`src/design/cal_pkg.sv`:
```
`default_nettype none

package cal_pkg;

  ////////////////////////////////////////
  // datapath geometry
  ////////////////////////////////////////

  // two analog channels
  localparam int CHN = 2;
  // raw ADC word, two lowest bits unused
  localparam int ADC_RAW_W = 16;
  // signed sample on both sides
  localparam int SMP_W = 14;
  // signed gain word
  localparam int MUL_W = 16;
  // gain fixed point position
  localparam int CAL_SHIFT = 13;
  // full product of sample and gain
  localparam int PRD_W = SMP_W + MUL_W;

  // gain of 1.0
  localparam logic [MUL_W-1:0] CAL_ONE = MUL_W'(1) << CAL_SHIFT;

  // clip limits, product width for direct compare
  localparam logic signed [PRD_W-1:0] SMP_MAX = PRD_W'(2 ** (SMP_W - 1) - 1);
  localparam logic signed [PRD_W-1:0] SMP_MIN = PRD_W'(-(2 ** (SMP_W - 1)));

  ////////////////////////////////////////
  // register map
  ////////////////////////////////////////

  localparam int ADDR_W = 4;
  localparam int DATA_W = 16;

  localparam logic [ADDR_W-1:0] REG_ADC_MUL0 = 4'd0;
  localparam logic [ADDR_W-1:0] REG_ADC_MUL1 = 4'd1;
  localparam logic [ADDR_W-1:0] REG_ADC_SUM0 = 4'd2;
  localparam logic [ADDR_W-1:0] REG_ADC_SUM1 = 4'd3;
  localparam logic [ADDR_W-1:0] REG_DAC_MUL0 = 4'd4;
  localparam logic [ADDR_W-1:0] REG_DAC_MUL1 = 4'd5;
  localparam logic [ADDR_W-1:0] REG_DAC_SUM0 = 4'd6;
  localparam logic [ADDR_W-1:0] REG_DAC_SUM1 = 4'd7;
  // bit i enables loopback on channel i
  localparam logic [ADDR_W-1:0] REG_LOOP     = 4'd8;

endpackage

`default_nettype wire

```
`src/design/cal_cfg_if.sv`:
```
`timescale 1ns/1ps
`default_nettype none

interface cal_cfg_if;

  // ADC side calibration
  logic [cal_pkg::CHN-1:0][cal_pkg::MUL_W-1:0] adc_mul;
  logic [cal_pkg::CHN-1:0][cal_pkg::SMP_W-1:0] adc_sum;
  // DAC side calibration
  logic [cal_pkg::CHN-1:0][cal_pkg::MUL_W-1:0] dac_mul;
  logic [cal_pkg::CHN-1:0][cal_pkg::SMP_W-1:0] dac_sum;
  // digital loopback select per channel
  logic [cal_pkg::CHN-1:0]                     loop;

  // register block owns every word
  modport regs (output adc_mul, adc_sum, dac_mul, dac_sum, loop);
  // acquisition path
  modport adc (input adc_mul, adc_sum, loop);
  // generation path
  modport dac (input dac_mul, dac_sum);

endinterface

`default_nettype wire

```
`src/design/adc_front.sv`:
```
`timescale 1ns/1ps
`default_nettype none

module adc_front (
  input  logic                                          adc_clk,
  input  logic                                          top_rst,
  // raw converter words
  input  logic [cal_pkg::CHN-1:0][cal_pkg::ADC_RAW_W-1:0] adc_dat_i,
  // calibrated DAC samples for loopback
  input  logic [cal_pkg::CHN-1:0][cal_pkg::SMP_W-1:0]     lpb_i,
  cal_cfg_if.adc                                        cfg,
  output logic [cal_pkg::CHN-1:0][cal_pkg::SMP_W-1:0]     adc_cal_o
);

  // captured samples, two's complement
  logic [cal_pkg::CHN-1:0][cal_pkg::SMP_W-1:0] raw_q;
  // calibration input after loopback mux
  logic [cal_pkg::CHN-1:0][cal_pkg::SMP_W-1:0] src;

  ////////////////////////////////////////
  // capture and format conversion
  ////////////////////////////////////////

  // top bit kept, next 13 inverted
  // two lsbs dropped
  always_ff @(posedge adc_clk or posedge top_rst) begin
    if (top_rst) begin
      raw_q <= '0;
    end else begin
      for (int i = 0; i < cal_pkg::CHN; i++) begin
        raw_q[i] <= {adc_dat_i[i][cal_pkg::ADC_RAW_W-1],
                     ~adc_dat_i[i][cal_pkg::ADC_RAW_W-2:cal_pkg::ADC_RAW_W-cal_pkg::SMP_W]};
      end
    end
  end

  // loopback select, no register here
  always_comb begin
    for (int i = 0; i < cal_pkg::CHN; i++) begin
      src[i] = cfg.loop[i] ? lpb_i[i] : raw_q[i];
    end
  end

  // gain and offset per channel
  for (genvar i = 0; i < cal_pkg::CHN; i++) begin : g_ch
    linear_cal cal_adc (
      .adc_clk (adc_clk),
      .top_rst (top_rst),
      .dat_i   (src[i]),
      .mul_i   (cfg.adc_mul[i]),
      .sum_i   (cfg.adc_sum[i]),
      .dat_o   (adc_cal_o[i])
    );
  end

endmodule

`default_nettype wire

```
`src/design/analog_top.sv`:
```
`timescale 1ns/1ps
`default_nettype none

module analog_top (
  input  logic                                          adc_clk,
  input  logic                                          top_rst,
  // converter and generator streams
  input  logic [cal_pkg::CHN-1:0][cal_pkg::ADC_RAW_W-1:0] adc_dat_i,
  input  logic [cal_pkg::CHN-1:0][cal_pkg::SMP_W-1:0]     gen_dat_i,
  // host register port
  input  logic                                          req_i,
  input  logic                                          we_i,
  input  logic [cal_pkg::ADDR_W-1:0]                    addr_i,
  input  logic [cal_pkg::DATA_W-1:0]                    wdata_i,
  output logic                                          ack_o,
  output logic [cal_pkg::DATA_W-1:0]                    rdata_o,
  // calibrated outputs
  output logic [cal_pkg::CHN-1:0][cal_pkg::SMP_W-1:0]     adc_cal_o,
  output logic [cal_pkg::CHN-1:0][cal_pkg::SMP_W-1:0]     dac_dat_o
);

  // calibration words and loop selects
  cal_cfg_if cfg ();

  // digital loopback, DAC side to ADC side
  logic [cal_pkg::CHN-1:0][cal_pkg::SMP_W-1:0] lpb;

  cal_regs regs_i (
    .adc_clk (adc_clk),
    .top_rst (top_rst),
    .req_i   (req_i),
    .we_i    (we_i),
    .addr_i  (addr_i),
    .wdata_i (wdata_i),
    .ack_o   (ack_o),
    .rdata_o (rdata_o),
    .cfg     (cfg)
  );

  adc_front adc_i (
    .adc_clk   (adc_clk),
    .top_rst   (top_rst),
    .adc_dat_i (adc_dat_i),
    .lpb_i     (lpb),
    .cfg       (cfg),
    .adc_cal_o (adc_cal_o)
  );

  dac_back dac_i (
    .adc_clk   (adc_clk),
    .top_rst   (top_rst),
    .gen_dat_i (gen_dat_i),
    .cfg       (cfg),
    .lpb_o     (lpb),
    .dac_dat_o (dac_dat_o)
  );

endmodule

`default_nettype wire

```
`src/design/cal_regs.sv`:
```
`timescale 1ns/1ps
`default_nettype none

module cal_regs (
  input  logic                         adc_clk,
  input  logic                         top_rst,
  // host port, four-phase req/ack
  input  logic                         req_i,
  input  logic                         we_i,
  input  logic [cal_pkg::ADDR_W-1:0]   addr_i,
  input  logic [cal_pkg::DATA_W-1:0]   wdata_i,
  output logic                         ack_o,
  output logic [cal_pkg::DATA_W-1:0]   rdata_o,
  // configuration toward datapaths
  cal_cfg_if.regs                      cfg
);

  ////////////////////////////////////////
  // register file
  ////////////////////////////////////////

  logic [cal_pkg::CHN-1:0][cal_pkg::MUL_W-1:0] adc_mul_q;
  logic [cal_pkg::CHN-1:0][cal_pkg::SMP_W-1:0] adc_sum_q;
  logic [cal_pkg::CHN-1:0][cal_pkg::MUL_W-1:0] dac_mul_q;
  logic [cal_pkg::CHN-1:0][cal_pkg::SMP_W-1:0] dac_sum_q;
  logic [cal_pkg::CHN-1:0]                     loop_q;

  // request seen, not yet acknowledged
  logic                       req_new;
  logic [cal_pkg::DATA_W-1:0] rd_val;

  assign req_new = req_i & ~ack_o;

  // read mux, unmapped reads as zero
  // offsets and loop zero-extended
  always_comb begin
    rd_val = '0;
    case (addr_i)
      cal_pkg::REG_ADC_MUL0: rd_val = adc_mul_q[0];
      cal_pkg::REG_ADC_MUL1: rd_val = adc_mul_q[1];
      cal_pkg::REG_ADC_SUM0: rd_val = {{(cal_pkg::DATA_W-cal_pkg::SMP_W){1'b0}}, adc_sum_q[0]};
      cal_pkg::REG_ADC_SUM1: rd_val = {{(cal_pkg::DATA_W-cal_pkg::SMP_W){1'b0}}, adc_sum_q[1]};
      cal_pkg::REG_DAC_MUL0: rd_val = dac_mul_q[0];
      cal_pkg::REG_DAC_MUL1: rd_val = dac_mul_q[1];
      cal_pkg::REG_DAC_SUM0: rd_val = {{(cal_pkg::DATA_W-cal_pkg::SMP_W){1'b0}}, dac_sum_q[0]};
      cal_pkg::REG_DAC_SUM1: rd_val = {{(cal_pkg::DATA_W-cal_pkg::SMP_W){1'b0}}, dac_sum_q[1]};
      cal_pkg::REG_LOOP:     rd_val = {{(cal_pkg::DATA_W-cal_pkg::CHN){1'b0}}, loop_q};
      default:               rd_val = '0;
    endcase
  end

  ////////////////////////////////////////
  // handshake and register update
  ////////////////////////////////////////

  always_ff @(posedge adc_clk or posedge top_rst) begin
    if (top_rst) begin
      ack_o     <= 1'b0;
      rdata_o   <= '0;
      // unity gain, no offset, no loopback
      adc_mul_q <= {cal_pkg::CHN{cal_pkg::CAL_ONE}};
      dac_mul_q <= {cal_pkg::CHN{cal_pkg::CAL_ONE}};
      adc_sum_q <= '0;
      dac_sum_q <= '0;
      loop_q    <= '0;
    end else if (req_new) begin
      // ack rises on the access edge
      ack_o <= 1'b1;
      if (we_i) begin
        case (addr_i)
          cal_pkg::REG_ADC_MUL0: adc_mul_q[0] <= wdata_i;
          cal_pkg::REG_ADC_MUL1: adc_mul_q[1] <= wdata_i;
          cal_pkg::REG_ADC_SUM0: adc_sum_q[0] <= wdata_i[cal_pkg::SMP_W-1:0];
          cal_pkg::REG_ADC_SUM1: adc_sum_q[1] <= wdata_i[cal_pkg::SMP_W-1:0];
          cal_pkg::REG_DAC_MUL0: dac_mul_q[0] <= wdata_i;
          cal_pkg::REG_DAC_MUL1: dac_mul_q[1] <= wdata_i;
          cal_pkg::REG_DAC_SUM0: dac_sum_q[0] <= wdata_i[cal_pkg::SMP_W-1:0];
          cal_pkg::REG_DAC_SUM1: dac_sum_q[1] <= wdata_i[cal_pkg::SMP_W-1:0];
          cal_pkg::REG_LOOP:     loop_q       <= wdata_i[cal_pkg::CHN-1:0];
          default:               ;
        endcase
      end else begin
        rdata_o <= rd_val;
      end
    end else if (!req_i) begin
      // host released, close the cycle
      ack_o <= 1'b0;
    end
  end

  // datapaths see the registers directly
  assign cfg.adc_mul = adc_mul_q;
  assign cfg.adc_sum = adc_sum_q;
  assign cfg.dac_mul = dac_mul_q;
  assign cfg.dac_sum = dac_sum_q;
  assign cfg.loop    = loop_q;

endmodule

`default_nettype wire

```
`src/design/dac_back.sv`:
```
`timescale 1ns/1ps
`default_nettype none

module dac_back (
  input  logic                                      adc_clk,
  input  logic                                      top_rst,
  // generator samples, signed
  input  logic [cal_pkg::CHN-1:0][cal_pkg::SMP_W-1:0] gen_dat_i,
  cal_cfg_if.dac                                    cfg,
  // calibrated samples toward the ADC side
  output logic [cal_pkg::CHN-1:0][cal_pkg::SMP_W-1:0] lpb_o,
  // DAC words, inverted offset binary
  output logic [cal_pkg::CHN-1:0][cal_pkg::SMP_W-1:0] dac_dat_o
);

  ////////////////////////////////////////
  // calibration
  ////////////////////////////////////////

  // one gain/offset stage per channel
  for (genvar i = 0; i < cal_pkg::CHN; i++) begin : g_ch
    linear_cal cal_dac (
      .adc_clk (adc_clk),
      .top_rst (top_rst),
      .dat_i   (gen_dat_i[i]),
      .mul_i   (cfg.dac_mul[i]),
      .sum_i   (cfg.dac_sum[i]),
      .dat_o   (lpb_o[i])
    );
  end

  ////////////////////////////////////////
  // output register
  ////////////////////////////////////////

  // sign kept, magnitude bits inverted
  // gives the negative slope the DAC expects
  always_ff @(posedge adc_clk or posedge top_rst) begin
    if (top_rst) begin
      dac_dat_o <= '0;
    end else begin
      for (int i = 0; i < cal_pkg::CHN; i++) begin
        dac_dat_o[i] <= {lpb_o[i][cal_pkg::SMP_W-1], ~lpb_o[i][cal_pkg::SMP_W-2:0]};
      end
    end
  end

endmodule

`default_nettype wire

```
`src/design/linear_cal.sv`:
```
`timescale 1ns/1ps
`default_nettype none

module linear_cal (
  input  logic                              adc_clk,
  input  logic                              top_rst,
  input  logic signed [cal_pkg::SMP_W-1:0]  dat_i,
  input  logic signed [cal_pkg::MUL_W-1:0]  mul_i,
  input  logic signed [cal_pkg::SMP_W-1:0]  sum_i,
  output logic signed [cal_pkg::SMP_W-1:0]  dat_o
);

  // operands widened to product width
  logic signed [cal_pkg::PRD_W-1:0] dat_x;
  logic signed [cal_pkg::PRD_W-1:0] mul_x;
  logic signed [cal_pkg::PRD_W-1:0] sum_x;
  // stage one product
  logic signed [cal_pkg::PRD_W-1:0] prd_q;
  // stage two terms
  logic signed [cal_pkg::PRD_W-1:0] prd_sh;
  logic signed [cal_pkg::PRD_W-1:0] acc;
  logic signed [cal_pkg::PRD_W-1:0] sat;

  assign dat_x = {{cal_pkg::MUL_W{dat_i[cal_pkg::SMP_W-1]}}, dat_i};
  assign mul_x = {{cal_pkg::SMP_W{mul_i[cal_pkg::MUL_W-1]}}, mul_i};
  assign sum_x = {{(cal_pkg::PRD_W-cal_pkg::SMP_W){sum_i[cal_pkg::SMP_W-1]}}, sum_i};

  ////////////////////////////////////////
  // stage one, full product
  ////////////////////////////////////////

  always_ff @(posedge adc_clk or posedge top_rst) begin
    if (top_rst) begin
      prd_q <= '0;
    end else begin
      prd_q <= dat_x * mul_x;
    end
  end

  ////////////////////////////////////////
  // stage two, scale, offset, clip
  ////////////////////////////////////////

  // drop fraction bits of the gain
  assign prd_sh = prd_q >>> cal_pkg::CAL_SHIFT;
  // offset uses the live register value
  assign acc    = prd_sh + sum_x;

  always_comb begin
    if (acc > cal_pkg::SMP_MAX) begin
      sat = cal_pkg::SMP_MAX;
    end else if (acc < cal_pkg::SMP_MIN) begin
      sat = cal_pkg::SMP_MIN;
    end else begin
      sat = acc;
    end
  end

  always_ff @(posedge adc_clk or posedge top_rst) begin
    if (top_rst) begin
      dat_o <= '0;
    end else begin
      dat_o <= sat[cal_pkg::SMP_W-1:0];
    end
  end

endmodule

`default_nettype wire

```
`config.mk`:
```
export PLATFORM = sky130hd
export DESIGN_NAME = analog_top
export DESIGN_NICKNAME = d
export VERILOG_FILES = /design/src/design/cal_pkg.sv /design/src/design/cal_cfg_if.sv /design/src/design/adc_front.sv /design/src/design/analog_top.sv /design/src/design/cal_regs.sv /design/src/design/dac_back.sv /design/src/design/linear_cal.sv
export SDC_FILE = /design/constraint.sdc
export NUM_CORES = 2
export LEC_CHECK = 0
export ABC_AREA = 1
export BUFFER_PORTS_ARGS = -buffer_cell sky130_fd_sc_hd__buf_4
export CORE_UTILIZATION = 60
export CTS_BUF_LIST = sky130_fd_sc_hd__clkbuf_4 sky130_fd_sc_hd__clkbuf_8 sky130_fd_sc_hd__clkbuf_16
export DETAILED_ROUTE_END_ITERATION = 12
export HOLD_SLACK_MARGIN = 0.02
export PLACE_DENSITY_LB_ADDON = 0.2
export SLEW_MARGIN = 0
export SYNTH_ARGS = -nofsm -noshare
export SYNTH_HDL_FRONTEND = slang
export SYNTH_SLANG_ARGS = --single-unit
```
`constraint.sdc`:
```
create_clock -name adc_clk -period 13.1 [get_ports adc_clk]
set_input_delay 0.655 -clock adc_clk [delete_from_list [all_inputs] [get_ports adc_clk]]
set_output_delay 0.655 -clock adc_clk [all_outputs]
set_load 0.01 [all_outputs]
```
=== After elaboration in Yosys (flattened, before gate mapping) ===
Cells that the tools add are included.

* Flip-flop bits (word level): 371
* Output and inout port bits: 73

* $add $sub $neg: 4
* Multipliers: 4
* Magnitude comparators: 8
* Eq/ne operators: 9
* Muxes and demuxes: 13
* Bitwise operators: 7
* Reduce and logical (&&, ||, !) cells: 11

{| class="wikitable"
|+ Operators by type and width
! kind !! number
|-
| 16-bit case mux with 9 select lines || 1
|-
| 14-bit two-way mux || 10
|-
| 14-bit by 16-bit multiplier with 30-bit output || 4
|-
| 17-bit by 14-bit adder with 18-bit output || 4
|-
| 18-bit by 14-bit greater-than comparator with 1-bit output (second input constant) || 4
|-
| 18-bit by 14-bit < comparator with 1-bit output (second input constant) || 4
|-
| 13-bit inverter || 4
|-
| 3-bit AND reduction || 9
|-
| 4-bit by 3-bit equality test with 1-bit output (second input constant) || 4
|-
| 4-bit by 2-bit equality test with 1-bit output (second input constant) || 2
|-
| 4-bit by 1-bit equality test with 1-bit output (second input constant) || 1
|-
| 4-bit equality test (second input constant) || 1
|-
| 4-bit logical NOT || 1
|-
| 1-bit two-way mux || 2
|-
| 2-bit by 1-bit != test with 1-bit output (second input constant) || 1
|-
| 1-bit inverter || 2
|-
| 2-bit AND reduction || 1
|-
| 1-bit bitwise AND || 1
|}

=== Logic depth before layout (Yosys ltp) ===
* Depth in word-level cells: 4
* Gate-level depth with buffers: 29

=== Hierarchy ===
A second synthesis with hierarchy kept.

* Cell total of the unflattened synthesis: 6662
* Area total of the unflattened synthesis: 51209.1 µm²

{| class="wikitable"
|+ Modules (own cells, without submodules)
! module !! instances !! cells an instance !! area each (µm²) !! sequential area each (µm²)
|-
| linear_cal (adc_i.g_ch[0].cal_adc) || 1 || 1450 || 10841.6 || 775.7
|-
| linear_cal (adc_i.g_ch[1].cal_adc) || 1 || 1432 || 10811.6 || 775.7
|-
| linear_cal (dac_i.g_ch[1].cal_dac) || 1 || 1424 || 10740.3 || 775.7
|-
| linear_cal (dac_i.g_ch[0].cal_dac) || 1 || 1412 || 10712.8 || 775.7
|-
| cal_regs || 1 || 744 || 6138.4 || 3483.3
|-
| adc_front || 1 || 145 || 1162.4 || 700.7
|-
| dac_back || 1 || 55 || 802.0 || 700.7
|}

=== Worst setup path after synthesis ===
No wires, ideal clock.

* Path type: input to register
* Start: input gen_dat_i[16] (netlist name)
* End: register dac_i.g_ch[1].cal_dac.prd_q[29] (netlist name)
* Setup time: 0.127 ns
* Arrival: 6.011 ns
* Required time: 12.973 ns
* Path slack: 6.962 ns
* Cell stages on the path: 22
* Buffers on the path: 2
* Cells stage by stage: clkbuf_1 -> clkbuf_1 -> nand2_1 -> fa_1 -> inv_1 -> fa_1 -> inv_1 -> fa_1 -> inv_1 -> fa_1 -> fa_1 -> inv_1 -> fa_1 -> inv_1 -> ha_1 -> nand2_1 -> nor2_1 -> inv_1 -> nor4_1 -> nand2_1 -> o21ai_0 -> xnor2_1

* Cells in the longest elaborated chain, start to end: 1

{| class="wikitable"
|+ Ends and longest elaborated chain
! item !! line !! source
|-
| from (decl) || analog_top.sv:9 || <nowiki>input logic [cal_pkg::CHN-1:0][cal_pkg::SMP_W-1:0] gen_dat_i,</nowiki>
|-
| 14-bit by 16-bit multiplier with 30-bit output || linear_cal.sv:36 || <nowiki>prd_q <= dat_x * mul_x;</nowiki>
|-
| to (signal assigned) || linear_cal.sv:36 ||
|-
| to (decl) || linear_cal.sv:18 || <nowiki>logic signed [cal_pkg::PRD_W-1:0] prd_q;</nowiki>
|}

No other way between the ends.
A chain may end at the register's enable or synchronous reset.

=== Worst setup path after layout ===
* Start: register regs_i.loop_q, in the netlist regs_i.cfg.loop[0]
* End: register adc_i.g_ch[0].cal_adc.prd_q[29] (netlist name)

* Cells in the longest elaborated chain, start to end: 2

{| class="wikitable"
|+ Ends and longest elaborated chain
! item !! line !! source
|-
| from (decl) || cal_regs.sv:26 || <nowiki>logic [cal_pkg::CHN-1:0] loop_q;</nowiki>
|-
| from (signal assigned) || cal_regs.sv:79 || <nowiki>cal_pkg::REG_LOOP: loop_q <= wdata_i[cal_pkg::CHN-1:0];</nowiki>
|-
| 14-bit two-way mux || adc_front.sv:40 || <nowiki>src[i] = cfg.loop[i] ? lpb_i[i] : raw_q[i];</nowiki>
|-
| 14-bit by 16-bit multiplier with 30-bit output || linear_cal.sv:36 ||
|-
| to (signal assigned) || linear_cal.sv:36 ||
|-
| to (decl) || linear_cal.sv:18 ||
|}

No other way between the ends.

==> metrics.md <==
| Metric | Value |
|---|---|
| Routed metal-1 wirelength | `57200 microns` |
| RSZ-0062 raised after global routing | `false` |
| Row Count | `105` |
| Area Growth Syn to Fin | `6.33%` |
| WL met2 | `between 60000 and 70000 microns` |
| DIE WIDTH | `about 290 microns` |
| Initial drt markers | `3238` |
| Drc violations | `0` |
| CP Launch Type | `register` |
| Top sig layer | `met4` |
| Actual slew at the worst max-slew pin | `1.21 ns` |
| Antenna violations before repair | `4` |
| Wire length per cell | `roughly 19 microns` |
| Longest Clk Path Bufs | `3` |
| CTS Buf Count | `35` |
| Async set-reset flop share out of synthesis | `1.00` |
| Post-Synth XOR/XNOR Area | `0.0232` |
| Setup TNS | `0 ns` |
| Max-slew violation count | `0` |
| Area fraction in compound gates after synthesis | `0.0590` |
| GR Overflow Total | `0` |
| CTS tree | `yes` |
| Top cells by area, synth | `fa_1, dfrtp_1, nand2_1, inv_1, ha_1` |
| H-Tree Depth | `2` |
| Post-route antenna net violation count | `0` |
| Share of the synthesized area in the top cell type | `0.353` |
| Root Buffer | `clkbuf_16` |
| Yosys warning count | `0` |
| Fmax | `approximately 0.14 GHz` |
| Post-synth top flop | `dfrtp_1` |
| Slew headroom | `0.188` |
| Vias | `roughly 40000` |
| Setup WS post-layout | `~6 ns` |
| Number of flops mapped to enable cells by yosys | `0` |
| Vias in the first global route | `41800` |
| Synth cell types | `46` |
| Detailed placer's ending HPWL | `between 100000 and 150000 microns` |
| Cell count after synthesis | `6279` |
| Hold Crit Class | `input port to register` |
| Largest family of logic cells by synthesized area | `adder cells` |
| Max cap viols | `0` |
| Mean cell area of the mapped netlist | `approximately 8 sq um` |
| Hold depth | `1` |
| Post-Place Worst Slack | `between 6 and 7 ns` |
| Reg clk slew, reported paths | `0.07 ns` |
| Fin crit share | `0.542` |
| IO Pins | `157` |
| DR WL met3 | `10900 microns` |
| Gp weighted congestion | `0.991` |
| Synth Cell Area | `just under 50000 sq um` |
| Core ar. | `slightly above 80000 sq um` |
| Share of layout cells above drive strength 1 | `0.0491` |
| Port Buffer Count | `152` |
| Synth Area in Simple Gates | `0.182` |
| Minimum clock period | `7.10 ns` |
| CP Class | `register to register` |
| CTS Sinks | `~320` |
| Final hold vios | `0` |
| First-pass GRT wire length | `223000 microns` |
| Status | `finished clean` |
| Total wire length | `138000 microns` |
| Via density | `5.43` |
| Net Count, Synth | `7579` |
| WP data arrival | `7.58 ns` |
| Pin count of the biggest net entering global routing | `around 110` |
| Drt pass-1 iters | `8` |
| All-Layer GR Usage | `0.341` |
| Element type at the critical path end | `register` |
| Seq/Total Area, Yosys | `0.161` |
| Post-synthesis adder-cell area fraction | `0.438` |
| Initial Utilization | `0.606` |
| Mux contribution to synthesized area | `0` |
| Number of register bits inferred by synthesis | `319` |
| Die height | `290 microns` |
| Post-CTS sizing | `0` |
| Die Area | `84000 sq um` |
| Worst Path Required | `13.58 ns` |
| Setup Fix Bufs, Post-CTS | `0` |
| Post-synth top cells | `nand2_1, inv_1, fa_1` |
| Clock Skew | `between 0.02 and 0.03 ns` |
| Setup violators final | `0` |
| Top-count cell post-synth | `nand2_1` |
| Register-to-Register Path Depth | `18` |
| Clock Latency Late Sink | `0.58 ns` |
| Nets | `7608` |
| Hold_buf cts | `0` |
| Peak fanout along the critical path | `29` |
| Biggest area consumer among synthesized cells | `fa_1` |
critical path, stage by stage, from the launching register on:
cell and delay (ns):
dfrtp_1 0.72, o21ai_2 0.89, nor2_1 0.17, ha_1 0.49, fa_1 0.84, inv_1 0.20, fa_1 0.52, fa_1 0.56
fa_1 0.43, fa_1 0.49, inv_1 0.04, ha_1 0.35, nand2_1 0.12, o21ai_0 0.51, a21oi_1 0.12, o211ai_1 0.32
inv_1 0.07, nand2_1 0.07, nand2_1 0.05
final timing paths:
| check | slack (ns) | from | endpoint |
|---|---|---|---|
| setup reg to reg | 6.00 | regs_i.cfg.loop[0]$_DFFE_PP0P_ | adc_i.g_ch[0].cal_adc.prd_q[29]$_DFF_PP0_ |
| max in group asynchronous | 11.26 | top_rst | regs_i.cfg.adc_mul[9]$_DFFE_PP0P_ |
| setup / recovery | 6.00 | regs_i.cfg.loop[0]$_DFFE_PP0P_ | adc_i.g_ch[0].cal_adc.prd_q[29]$_DFF_PP0_ |
| hold reg to reg | 0.40 | dac_i.g_ch[0].cal_dac.dat_o[11]$_DFF_PP0_ | dac_i.dac_dat_o[11]$_DFF_PP0_ |
| hold / removal | 0.20 | adc_dat_i[15] | adc_i.raw_q[13]$_DFF_PP0_ |
| min in group asynchronous | 0.22 | top_rst | dac_i.dac_dat_o[22]$_DFF_PP0_ |
cell families after synthesis:
kind of cell	after synthesis
AO/OA/AOI/OAI	531
XOR/XNOR	132
adder cells (fa/ha/maj)	1216
buffers and inverters	1790
flip-flops	319
AND/OR/NAND/NOR	2291
state kept, by name (all words and copies together), names as in the netlist, 32 cells and up:
register	cells
adc_i.g_ch.cal_adc.prd_q	34
regs_i.cfg.dac_mul	32
regs_i.cfg.adc_mul	32
dac_i.g_ch.cal_dac.prd_q	34
per-layer routing:
layer	vias up	GRT usage
met3	277	0.0540
met5	-	0
met2	1507	0.558
li1	18500	-
met1	19900	0.465
met4	0	0.119
placed cells by master, fill, tap and decap left out, types with 7 or more instances in the layout:
cell type / instances
a21o_1: 14
a21oi_1: 177
a221oi_1: 14
a31oi_1: 19
buf_4: 191
clkbuf_16: 35
clkbuf_8: 7
clkinv_1: 14
dfrtp_1: 315
fa_1: 876
ha_1: 340
inv_1: 1570
nand2_1: 1588
nand2_2: 16
nand3_1: 116
nand4_1: 31
nor2_1: 454
nor3_1: 43
nor4_1: 7
o211ai_1: 12
o21a_1: 8
o21ai_0: 235
o21ai_1: 12
o21bai_1: 16
or2_2: 10
xnor2_1: 60
xor2_1: 72
stage by stage:
stage / hold slack, ns / cell area [sq um] / instances / util
after floorplan: 0.347 / 49700 / 6279 / -
after global placement: 0.391 / 51700 / 7341 / 0.629
after detailed placement: 0.394 / 51700 / 7341 / 0.629
after CTS: 0.178 / 52900 / 7403 / 0.644
after global routing: 0.186 / 52900 / 7403 / 0.644
final: 0.198 / 52900 / 7404 / 0.644
cell type report:
type,count,area [sq um]
clock inverter,15,189
tap,1070,1340
clock buffer,47,1010
fill,7109,29200
antenna,1,2.50
inverter,1591,5980
timing repair buffer,191,1430
multi-input combinational,4170,34900
sequential,319,7990
Power is left out: the tool's default activity adds up to more than one toggle a clock period on the data nets, which glitch-free logic cannot reach.
